==> config.mk <==
export PLATFORM = sky130hd
export DESIGN_NAME = periph_regs_flat
export DESIGN_NICKNAME = d
export VERILOG_FILES = /design/src/common/soc_pkg.sv /design/src/common/bus_if.sv /design/src/peripherals/periph_regs.sv /design/src/flat_wrapper.sv
export SDC_FILE = /design/constraint.sdc
export NUM_CORES = 1
export LEC_CHECK = 0
export ABC_AREA = 1
export BUFFER_PORTS_ARGS = -buffer_cell sky130_fd_sc_hd__buf_2
export CAP_MARGIN = 20
export CORE_MARGIN = 1
export CORE_UTILIZATION = 40
export DETAILED_ROUTE_END_ITERATION = 6
export PLACE_DENSITY_LB_ADDON = 0.12
export SYNTH_ARGS = -nofsm -noshare
export SYNTH_HDL_FRONTEND = slang
export SYNTH_SLANG_ARGS = --single-unit
==> constraint.sdc <==
create_clock -name clock -period 1.6 [get_ports clock]
set_input_delay 0.16 -clock clock [delete_from_list [all_inputs] [get_ports clock]]
set_output_delay 0.16 -clock clock [all_outputs]
set_load 0.03 [all_outputs]
==> src/common/soc_pkg.sv <==
`default_nettype none

package soc_pkg;

	// Bus widths
	localparam int ADDR_W = 32;
	localparam int DATA_W = 32;

	// ========================================
	// Address map
	// ========================================
	localparam logic [ADDR_W-1:0] RAM_BASE    = 32'h0001_0000;
	localparam logic [ADDR_W-1:0] RAM_SPAN    = 32'h0001_0000;
	localparam logic [ADDR_W-1:0] PERIPH_BASE = 32'h5000_0000;
	localparam logic [ADDR_W-1:0] PERIPH_SPAN = 32'h0000_0040;

	// Offset bits inside the peripheral window
	localparam int PERIPH_OFF_W = 6;

	// Peripheral register offsets
	localparam logic [PERIPH_OFF_W-1:0] REG_LED     = 6'h00;
	localparam logic [PERIPH_OFF_W-1:0] REG_COUNT   = 6'h10;
	localparam logic [PERIPH_OFF_W-1:0] REG_COMPARE = 6'h14;
	localparam logic [PERIPH_OFF_W-1:0] REG_STATUS  = 6'h18;

	// Board LED count
	localparam int LED_W = 10;

endpackage

`default_nettype wire

==> src/common/bus_if.sv <==
`timescale 1ns/1ps
`default_nettype none

// Request level held until a one-cycle ready pulse
// rw high means write
interface bus_if
	import soc_pkg::*;
();

	logic              request;
	logic              rw;
	logic [ADDR_W-1:0] address;
	logic [DATA_W-1:0] wdata;
	logic [DATA_W-1:0] rdata;
	logic              ready;

	modport master (
		output request, rw, address, wdata,
		input  rdata, ready
	);

	modport slave (
		input  request, rw, address, wdata,
		output rdata, ready
	);

endinterface

`default_nettype wire

==> src/peripherals/periph_regs.sv <==
`timescale 1ns/1ps
`default_nettype none

module periph_regs
	import soc_pkg::*;
(
	input  wire logic              clock,
	input  wire logic              i_rst,

	bus_if.slave                   bus,

	input  wire logic [DATA_W-1:0] i_count,
	input  wire logic              i_match,
	output logic      [DATA_W-1:0] o_compare,
	output logic      [LED_W-1:0]  o_led
);

	logic [PERIPH_OFF_W-1:0] offset;
	logic                    access;
	logic                    ready_q;
	logic                    match_flag;
	logic [DATA_W-1:0]       rdata_q;

	assign offset = bus.address[PERIPH_OFF_W-1:0];
	assign access = bus.request && !ready_q;

	always_ff @(posedge clock)
	begin
		if (i_rst)
		begin
			ready_q    <= 1'b0;
			o_led      <= '0;
			o_compare  <= '0;
			match_flag <= 1'b0;
		end
		else
		begin
			ready_q <= access;
			if (access && bus.rw && offset == REG_LED)
				o_led <= bus.wdata[LED_W-1:0];
			if (access && bus.rw && offset == REG_COMPARE)
				o_compare <= bus.wdata;
			// Sticky, a new match beats a clear in the same cycle
			if (i_match)
				match_flag <= 1'b1;
			else if (access && bus.rw && offset == REG_STATUS && bus.wdata[0])
				match_flag <= 1'b0;
		end
	end

	// Read mux, unknown offsets read zero
	always_ff @(posedge clock)
	begin
		if (access)
		begin
			case (offset)
				REG_LED:     rdata_q <= DATA_W'(o_led);
				REG_COUNT:   rdata_q <= i_count;
				REG_COMPARE: rdata_q <= o_compare;
				REG_STATUS:  rdata_q <= DATA_W'(match_flag);
				default:     rdata_q <= '0;
			endcase
		end
	end

	assign bus.ready = ready_q;
	assign bus.rdata = rdata_q;

endmodule

`default_nettype wire

==> src/flat_wrapper.sv <==
// flat-port wrapper written by rule: the top's interface ports become plain ports
module periph_regs_flat import soc_pkg::*;
  (clock, i_rst, i_count, i_match, o_compare, o_led, bus_request, bus_rw, bus_address, bus_wdata, bus_rdata, bus_ready);
  bus_if bus_i ();
  input  wire logic clock;
  input  wire logic i_rst;
  input  wire logic [DATA_W-1:0] i_count;
  input  wire logic i_match;
  output logic      [DATA_W-1:0] o_compare;
  output logic      [LED_W-1:0] o_led;
  input wire logic [$bits(bus_i.request)-1:0] bus_request;
  input wire logic [$bits(bus_i.rw)-1:0] bus_rw;
  input wire logic [$bits(bus_i.address)-1:0] bus_address;
  input wire logic [$bits(bus_i.wdata)-1:0] bus_wdata;
  output wire logic [$bits(bus_i.rdata)-1:0] bus_rdata;
  output wire logic [$bits(bus_i.ready)-1:0] bus_ready;
  assign bus_i.request = bus_request;
  assign bus_i.rw = bus_rw;
  assign bus_i.address = bus_address;
  assign bus_i.wdata = bus_wdata;
  assign bus_rdata = bus_i.rdata;
  assign bus_ready = bus_i.ready;
  periph_regs u_core (.clock(clock), .i_rst(i_rst), .bus(bus_i), .i_count(i_count), .i_match(i_match), .o_compare(o_compare), .o_led(o_led));
endmodule
==> impl_metrics.env, run 1 <==
export IMPL_grt_start_max_net_pins=42
export IMPL_coreArea_um2=8220
export IMPL_synth_top_area_share_pct=28.4
export IMPL_grt_busiest_layer="met2"
export IMPL_holdPathEnd="u_core.o_led[0]"
export IMPL_drc=0
export IMPL_leakage_nw=2.33
export IMPL_clock_sinks=76
export IMPL_num_fill_cells=841
export IMPL_ys_warn_count=0
export IMPL_ctsHtreeMaxLevel=3
export IMPL_drive_above_1_share_pct=32.9
export IMPL_max_cap_violations=0
export IMPL_grt_setup_unrepaired="false"
export IMPL_setup_viol_count_final=0
export IMPL_syn_inst=430
export IMPL_path_class="reg2reg"
export IMPL_yosysTopAreaCell="edfxtp_1"
export IMPL_clock_skew_ns=0.0119
export IMPL_pin_count=176
export IMPL_clk_pin_slew_ns=0.08
export IMPL_period_minus_slack_ns=1.35
export IMPL_crit_arrival_ns=1.57
export IMPL_cts_path_max_buffers=2
export IMPL_via_per_inst=4.62
export IMPL_worst_r2r_path_depth=7
export IMPL_dr_pass1_iters=4
export IMPL_rows=33
export IMPL_die_x_um=94.0
export IMPL_tns_ns=0
export IMPL_ant_nets=0
export IMPL_ys_ff_latch=76
export IMPL_met3_usage_pct=4.85
export IMPL_vias=3189
export IMPL_tritoncts="built"
export IMPL_grt_usage_pct=20.4
export IMPL_use_met1_pct=28.0
export IMPL_status="complete, no violations"
export IMPL_layout_nets=680
export IMPL_antenna_found_initial=1
export IMPL_crit_path_start_kind="flop"
export IMPL_seq_area_um2=1840
export IMPL_ys_seq_area_share_pct=54.4
export IMPL_r2r_setup_slack_ns=0.25
export IMPL_timing_final_max_slew_violations=0
export IMPL_endpoint_kind="flop"
export IMPL_grt_first_pass_wirelength_um=13900
export IMPL_grt_pass1_vias=2839
export IMPL_worst_ep_required_time_ns=1.83
export IMPL_place_gp_congestion=0.923
export IMPL_routedWlPerCell_um=12.8
export IMPL_grtUsageMet2_pct=31.1
export IMPL_multiInputGateArea_um2=1250
export IMPL_dpl_cell_count=673
export IMPL_cts_hold_buf=0
export IMPL_worst_pin_slew_ns=0.592
export IMPL_numCtsBuffers=9
export IMPL_relSlewSlack_pct=60.5
export IMPL_dieArea_um2=8840
export IMPL_dp_hpwl_um=6240
export IMPL_max_vdd_ir_drop_v=0.000520
export IMPL_min_period_over_period_pct=84.2
export IMPL_stdcell_count=690
export IMPL_ys_types=20
export IMPL_clk_latency_ns=0.34
export IMPL_max_freq_mhz=743
export IMPL_final_cell_mix="149 x buf_2, 139 x nand2_1, 81 x nor2_1"
export IMPL_final_common_cell="buf_2"
export IMPL_synth_area_leaders="edfxtp_1 28%, dfxtp_1 26%, nand2_1 15%"
export IMPL_postCtsSetupBuffers=0
export IMPL_area_delta_synth_final_pct=30.2
export IMPL_portBuffers=149
export IMPL_cp_max_fo=23
export IMPL_hold_class="in2reg"
export IMPL_synth_nets=531
export IMPL_hold_path_depth=2
export IMPL_avgSynthCellArea_um2=7.88
export IMPL_power_density_nw_per_um2=891
export IMPL_r2r_end="u_core.o_compare[26]"
export IMPL_finalHoldViolCount=0
export IMPL_netlist_area_um2=3390
export IMPL_start_util_pct=41.2
export IMPL_die_h_um=94.0
export IMPL_cts_resized=0
export IMPL_worstReg2RegStart="u_core.bus.ready"
export IMPL_dr_first_iter_drc_count=123
export IMPL_globalRouteOverflowTotal=0
export IMPL_cts_root_buffer="clkbuf_8"
export IMPL_min_from="i_rst"
export IMPL_wirelength_um=8840
==> critical path: stages, from the launching register on <==
cell and delay (ns):
dfxtp_1 0.32, inv_1 0.08, nand3_2 0.17, inv_2 0.11, buf_4 0.28, nand4_1 0.13, nand2_1 0.09, nor2_1 0.05
==> cells by family (layout without fill, tap and decap cells) <==
family	Yosys count	count (layout)	share of synthesized area [%]
buffers and inverters	66	220	8.83
other	0	1	0
and+or+nand+nor	277	277	35.2
AOI/OAI and AO/OA	11	11	1.62
DFF	76	76	54.4
==> worst max path at each step <==
stage	depth (start not counted)	to	start
floorplan	3	u_core.bus.rdata[0]	u_core.bus.ready
CTS	7	u_core.o_compare[16]	u_core.bus.ready
global placement	8	u_core.bus.rdata[4]	bus_address[1]
finish	7	u_core.o_compare[26]	u_core.bus.ready
detailed placement	8	u_core.bus.rdata[1]	bus_address[1]
global route	7	u_core.o_compare[26]	u_core.bus.ready
==> synth_stat cells <==
master,n
inv_2,2
clkbuf_1,2
buf_4,3
edfxtp_1,32
dfxtp_1,44
buf_2,13
nor2_2,11
o21ai_0,9
nand3_1,10
inv_1,40
nand4_1,33
a21oi_1,2
nor2_1,81
nand2_1,139
clkinv_2,1
nand3_2,1
buf_6,3
nand2_4,1
buf_1,2
nor2_8,1
==> where the power goes <==
group / switching (mW) / internal [mW] / total, mW
registers: 0.0138 / 2.07 / 2.08
logic: 0.277 / 0.138 / 0.414
clock network: 0.712 / 0.722 / 1.43
==> through the flow <==
stage | instance area (um2) | power (mW) | util (%) | setup slack (ns) | hold slack (ns)
2_1_floorplan | 3390 | 2.36 | - | 0.00473 | 0.229
3_3_place_gp | 4220 | 2.54 | 51.3 | 0.197 | 0.367
3_5_place_dp | 4220 | 2.54 | 51.3 | 0.141 | 0.374
4_1_cts | 4410 | 3.96 | 53.7 | 0.261 | 0.000936
5_1_grt | 4410 | 4.09 | 53.7 | 0.0883 | 0.00894
6_report | 4410 | 3.93 | 53.7 | 0.253 | 0.0148
==> registers in the layout, summed over array words and instances, names as in the netlist <==
register           count
u_core.o_led          10
u_core.bus.rdata      32
u_core.bus.ready       1
u_core.o_compare      32
u_core.match_flag      1
==> cell type report <==
type	count	area share [%]
clock buffer	10	2.89
inverter	43	3.69
tap	105	2.98
antenna	1	0.0567
timing repair buffer	161	18.9
multi-input combinational	288	28.3
clock inverter	6	1.45
sequential	76	41.7
==> layer usage <==
metal / wire length [um] / vias to the layer above
met3: 682 / 10
met2: 3960 / 117
li1: - / 1650
met4: 121 / 0
met1: 4080 / 1412
met5: 0 / -
(Power assumes the default switching activity.)
==> inputs of run 2 (changes only) <==
==> constraint.sdc (replaced) <==
create_clock -name clock -period 1.35 [get_ports clock]
set_input_delay 0.135 -clock clock [delete_from_list [all_inputs] [get_ports clock]]
set_output_delay 0.135 -clock clock [all_outputs]
set_load 0.03 [all_outputs]
==> impl_metrics.env, run 2 (synthesized netlist as in run 1, its figures left out) <==
export IMPL_pin_count=176
export IMPL_grt_usage_pct=20.3
export IMPL_cts_root_buffer="clkbuf_8"
export IMPL_crit_chain="inv_2, nand3_2, buf_4, nor2_2, buf_4, o21ai_0, nor2_1"
export IMPL_min_from="i_match"
export IMPL_setup_viol_count_final=0
export IMPL_holdWs_ns=0.0373
export IMPL_globalRouteOverflowTotal=0
export IMPL_cts_path_max_buffers=2
export IMPL_max_vdd_ir_drop_v=0.000548
export IMPL_max_freq_mhz=836
export IMPL_hold_path_depth=3
export IMPL_routed_wl_met2_um=4250
export IMPL_finalHoldViolCount=0
export IMPL_period_minus_slack_ns=1.20
export IMPL_hold_class="in2reg"
export IMPL_path_class="reg2reg"
export IMPL_timing_final_max_slew_violations=0
export IMPL_tns_ns=0
export IMPL_grt_pass1_vias=2939
export IMPL_min_period_over_period_pct=88.6
export IMPL_holdPathEnd="u_core.match_flag"
export IMPL_relSlewSlack_pct=60.5
export IMPL_ctsHtreeMaxLevel=3
export IMPL_max_stage_delay_ns=0.35
export IMPL_dieArea_um2=8840
export IMPL_crit_path_start_kind="flop"
export IMPL_seq_area_um2=1850
export IMPL_routedWlPerCell_um=12.7
export IMPL_numCtsBuffers=9
export IMPL_final_common_cell="buf_2"
export IMPL_die_x_um=94.0
export IMPL_clk_pin_slew_ns=0.08
export IMPL_ant_nets=0
export IMPL_cp_common_cell="buf_4"
export IMPL_vias=3270
export IMPL_status="complete, no violations"
export IMPL_portBuffers=149
export IMPL_worst_pin_slew_ns=0.592
export IMPL_cp_slowest_cell="dfxtp_4"
export IMPL_dr_first_iter_drc_count=89
export IMPL_cp_max_fo=10
export IMPL_max_cap_violations=0
export IMPL_coreArea_um2=8220
export IMPL_die_h_um=94.0
export IMPL_place_gp_congestion=0.757
export IMPL_routed_wl_met3_um=643
export IMPL_grt_start_max_net_pins=33
export IMPL_r2r_end="u_core.o_led[2]"
export IMPL_drc=0
export IMPL_clk_latency_ns=0.33
export IMPL_final_cell_mix="149 x buf_2, 138 x nand2_1, 81 x nor2_1"
export IMPL_r2r_setup_slack_ns=0.15
export IMPL_start_util_pct=41.2
export IMPL_top_layer="met4"
export IMPL_dr_pass1_iters=4
export IMPL_rows=33
export IMPL_grt_first_pass_wirelength_um=13800
export IMPL_drive_above_1_share_pct=34.4
export IMPL_via_per_inst=4.71
export IMPL_wirelength_um=8840
export IMPL_drt_met1_wl_um=3870
export IMPL_layout_nets=686
export IMPL_grt_setup_unrepaired="false"
export IMPL_multiInputGateArea_um2=1250
export IMPL_area_delta_synth_final_pct=33.9
export IMPL_postCtsSetupBuffers=0
export IMPL_dp_hpwl_um=6340
export IMPL_worst_ep_required_time_ns=1.62
export IMPL_worstReg2RegStart="u_core.bus.ready"
export IMPL_antenna_found_initial=0
export IMPL_endpoint_kind="flop"
export IMPL_clock_skew_ns=0.00838
export IMPL_tritoncts="built"
export IMPL_clock_sinks=76
export IMPL_crit_arrival_ns=1.47
export IMPL_power_density_nw_per_um2=1050
export IMPL_worst_r2r_path_depth=7
export IMPL_antenna_cells=0
export IMPL_num_fill_cells=817
export IMPL_leakage_nw=2.37
run 2: worst max-delay path, delay by kind of cell (launching register included):
kind / cells / cell delay, ns
flip-flops: 1 / 0.35
AND/OR/NAND/NOR: 3 / 0.30
AO/OA/AOI/OAI: 1 / 0.09
buffers and inverters: 3 / 0.41
run 2: power breakdown:
group	leakage, nW	internal (mW)	switching, mW
logic	1.61	0.181	0.338
registers	0.664	2.45	0.0170
clock network	0.102	0.959	0.832
total	2.37	3.59	1.19
run 2: metrics by stage:
stage	util [%]	setup slack [ns]	power, mW	instance area (um2)	instances
2_1_floorplan	-	0.0162	2.80	3400	430
3_3_place_gp	52.5	-0.0169	3.03	4320	678
3_5_place_dp	52.5	-0.0395	3.04	4320	678
4_1_cts	55.2	0.144	4.84	4540	695
5_1_grt	55.2	0.0623	4.98	4540	695
6_report	55.2	0.153	4.78	4540	695
run 2: layout make-up:
type / instances / share of cell area (%)
tap: 105 / 2.90
inverter: 43 / 3.67
clock buffer: 11 / 3.34
timing repair buffer: 167 / 20.6
clock inverter: 5 / 1.30
sequential: 76 / 40.7
multi-input combinational: 288 / 27.6
run 2: how the worst max path moves through the flow:
stage | start | depth (start not counted) | end
floorplan | u_core.bus.ready | 3 | u_core.bus.rdata[0]
global placement | bus_address[1] | 8 | u_core.bus.rdata[9]
detailed placement | bus_address[1] | 8 | u_core.bus.rdata[0]
CTS | u_core.bus.ready | 7 | u_core.o_led[2]
global route | u_core.bus.ready | 7 | u_core.o_led[2]
finish | u_core.bus.ready | 7 | u_core.o_led[2]
run 2: routing by layer:
metal | up-vias | GRT usage, %
li1 | 1662 | -
met1 | 1483 | 26.4
met2 | 117 | 33.8
met3 | 8 | 4.37
met4 | 0 | 6.03
met5 | - | 0
run 2: what timing repair did:
action	CTS	global route
gates resized for setup	0	0
hold buffers	1	0
hold endpoints to repair	3	0
==> inputs of run 3 (changes only) <==
--- a/config.mk
+++ b/config.mk
@@ -6,12 +6,12 @@
 export NUM_CORES = 1
 export LEC_CHECK = 0
 export ABC_AREA = 1
-export BUFFER_PORTS_ARGS = -buffer_cell sky130_fd_sc_hd__buf_2
 export CAP_MARGIN = 20
 export CORE_MARGIN = 1
 export CORE_UTILIZATION = 40
 export DETAILED_ROUTE_END_ITERATION = 6
-export PLACE_DENSITY_LB_ADDON = 0.12
+export DONT_BUFFER_PORTS = 1
+export PLACE_DENSITY = 0.62
 export SYNTH_ARGS = -nofsm -noshare
 export SYNTH_HDL_FRONTEND = slang
 export SYNTH_SLANG_ARGS = --single-unit
==> impl_metrics.env, run 3 (synthesized netlist as in run 1, its figures left out) <==
export IMPL_min_period_over_period_pct=90.5
export IMPL_antenna_cells=0
export IMPL_clock_sinks=76
export IMPL_rows=33
export IMPL_clock_skew_ns=0.0106
export IMPL_wirelength_um=8680
export IMPL_grt_setup_unrepaired="false"
export IMPL_status="complete, no violations"
export IMPL_max_freq_mhz=819
export IMPL_via_per_inst=4.91
export IMPL_drc=0
export IMPL_min_from="i_count[9]"
export IMPL_clk_latency_ns=0.33
export IMPL_power_mw=5.20
export IMPL_dr_pass1_iters=4
export IMPL_worst_r2r_path_depth=7
export IMPL_p_comb_share_pct=6.3
export IMPL_path_class="reg2reg"
export IMPL_layout_nets=579
export IMPL_numCtsBuffers=9
export IMPL_grt_usage_pct=20.1
export IMPL_final_common_cell="nand2_1"
export IMPL_coreArea_um2=8220
export IMPL_timing_final_max_slew_violations=0
export IMPL_finalHoldViolCount=0
export IMPL_grt_pass1_vias=2830
export IMPL_cts_path_max_buffers=2
export IMPL_dr_first_iter_drc_count=108
export IMPL_drive_above_1_share_pct=11.8
export IMPL_clkPwrFrac_pct=43.6
export IMPL_holdPathEnd="u_core.bus.rdata[9]"
export IMPL_max_cap_violations=0
export IMPL_cp_slowest_cell="dfxtp_4"
export IMPL_dpl_cell_count=532
export IMPL_worst_pin_slew_ns=0.586
export IMPL_cts_root_buffer="clkbuf_8"
export IMPL_crit_chain="inv_2, nand3_4, inv_2, buf_4, nand4_1, nand2_1, nor2_1"
export IMPL_max_stage_delay_ns=0.35
export IMPL_grt_first_pass_wirelength_um=13700
export IMPL_routedWlPerCell_um=14.8
export IMPL_die_h_um=94.0
export IMPL_worst_ep_required_time_ns=1.58
export IMPL_cp_max_fo=10
export IMPL_seqPwrFrac_pct=50.0
export IMPL_pin_count=176
export IMPL_antenna_found_initial=0
export IMPL_portBuffers=0
export IMPL_tns_ns=0
export IMPL_intPower_mw=4.03
export IMPL_dieArea_um2=8840
export IMPL_period_minus_slack_ns=1.22
export IMPL_final_cell_mix="137 x nand2_1, 81 x nor2_1, 43 x dfxtp_1"
export IMPL_crit_arrival_ns=1.45
export IMPL_vias=2889
export IMPL_max_vdd_ir_drop_v=0.000479
export IMPL_leakage_nw=1.92
export IMPL_relSlewSlack_pct=60.9
export IMPL_r2r_end="u_core.o_compare[7]"
export IMPL_place_gp_congestion=0.795
export IMPL_hold_path_depth=2
export IMPL_dp_hpwl_um=5890
export IMPL_setup_viol_count_final=0
export IMPL_stdcell_count=588
export IMPL_tritoncts="built"
export IMPL_p_switching_mw=1.17
export IMPL_area_delta_synth_final_pct=26.1
export IMPL_globalRouteOverflowTotal=0
export IMPL_clk_pin_slew_ns=0.08
export IMPL_power_density_nw_per_um2=1220
export IMPL_start_util_pct=41.2
export IMPL_die_x_um=94.0
export IMPL_r2r_setup_slack_ns=0.13
export IMPL_worstReg2RegStart="u_core.bus.ready"
export IMPL_endpoint_kind="flop"
export IMPL_grt_start_max_net_pins=33
export IMPL_ctsHtreeMaxLevel=3
export IMPL_hold_class="in2reg"
export IMPL_crit_path_start_kind="flop"
export IMPL_swShare_pct=22.5
export IMPL_ant_nets=0
export IMPL_cp_common_cell="inv_2"
==> run 3: changes by cell type in the layout (fill, tap and decap cells not counted), moves of 2 or more <==
cell,before,now
buf_2,149,0
dlygate4sd3_1,1,40
buf_4,13,16
bufinv_16,1,4
clkbuf_8,11,9
clkinv_4,0,2
clkinvlp_4,3,1
==> run 3: worst max path at each step <==
stage	from	to	slack, ns	cells after the start
2_1_floorplan	u_core.bus.ready	u_core.bus.rdata[0]	0.02	3
3_3_place_gp	u_core.bus.ready	u_core.o_led[9]	0.05	6
3_5_place_dp	bus_address[1]	u_core.bus.rdata[19]	0.04	7
4_1_cts	u_core.bus.ready	u_core.o_led[8]	0.03	6
5_1_grt	u_core.bus.ready	u_core.o_compare[31]	0.05	7
6_report	u_core.bus.ready	u_core.o_compare[7]	0.13	7
==> run 3: final cells by class <==
type	instances	area [um2]
fillers	791	3940
flip-flops and latches	76	1850
multi-input cells	288	1260
repair buffers	60	601
inverters	43	166
clock inverters	6	138
well taps	105	131
clock buffers	10	128
==> run 3: metal layers <==
layer,global-route usage [%],wire length (um),part of all wire [%]
met5,0,0,0
met4,8.85,207,2.4
met3,5.26,593,6.8
met2,35.1,4370,50
met1,22.8,3510,40
==> run 3: repair_timing <==
action,in CTS,in global routing
buffers inserted,0,0
resized for setup,0,3
endpoints found under the setup margin,0,11
endpoints found under the hold margin,39,0
hold buffers,40,0
==> run 3: power by group through the flow <==
| stage | logic, mW | clock network (mW) | registers, mW |
|---|---|---|---|
| floorplan | 0.151 | 0 | 2.65 |
| global placement | 0.224 | 0 | 2.65 |
| detailed placement | 0.229 | 0 | 2.66 |
| CTS | 0.326 | 2.31 | 2.60 |
| global route | 0.360 | 2.41 | 2.61 |
| finish | 0.329 | 2.27 | 2.60 |
==> run 3: per-stage QoR <==
stage	worst slack, ns	hold slack [ns]	utilization (%)	instance area (um2)
after global placement	0.0459	0.200	43.7	3590
after global routing	0.0510	0.00887	52.0	4270
final	0.128	0.0151	52.0	4270
after detailed placement	0.0399	0.201	43.7	3590
after floorplan	0.0162	0.198	-	3400
after CTS	0.0286	0.00191	51.8	4260
==> run 3: worst max-delay path, delay by kind of cell, from the launching register on <==
| kind | cells | cell delay [ns] |
|---|---|---|
| AND/OR/NAND/NOR | 4 | 0.37 |
| flip-flops | 1 | 0.35 |
| buffers and inverters | 3 | 0.40 |
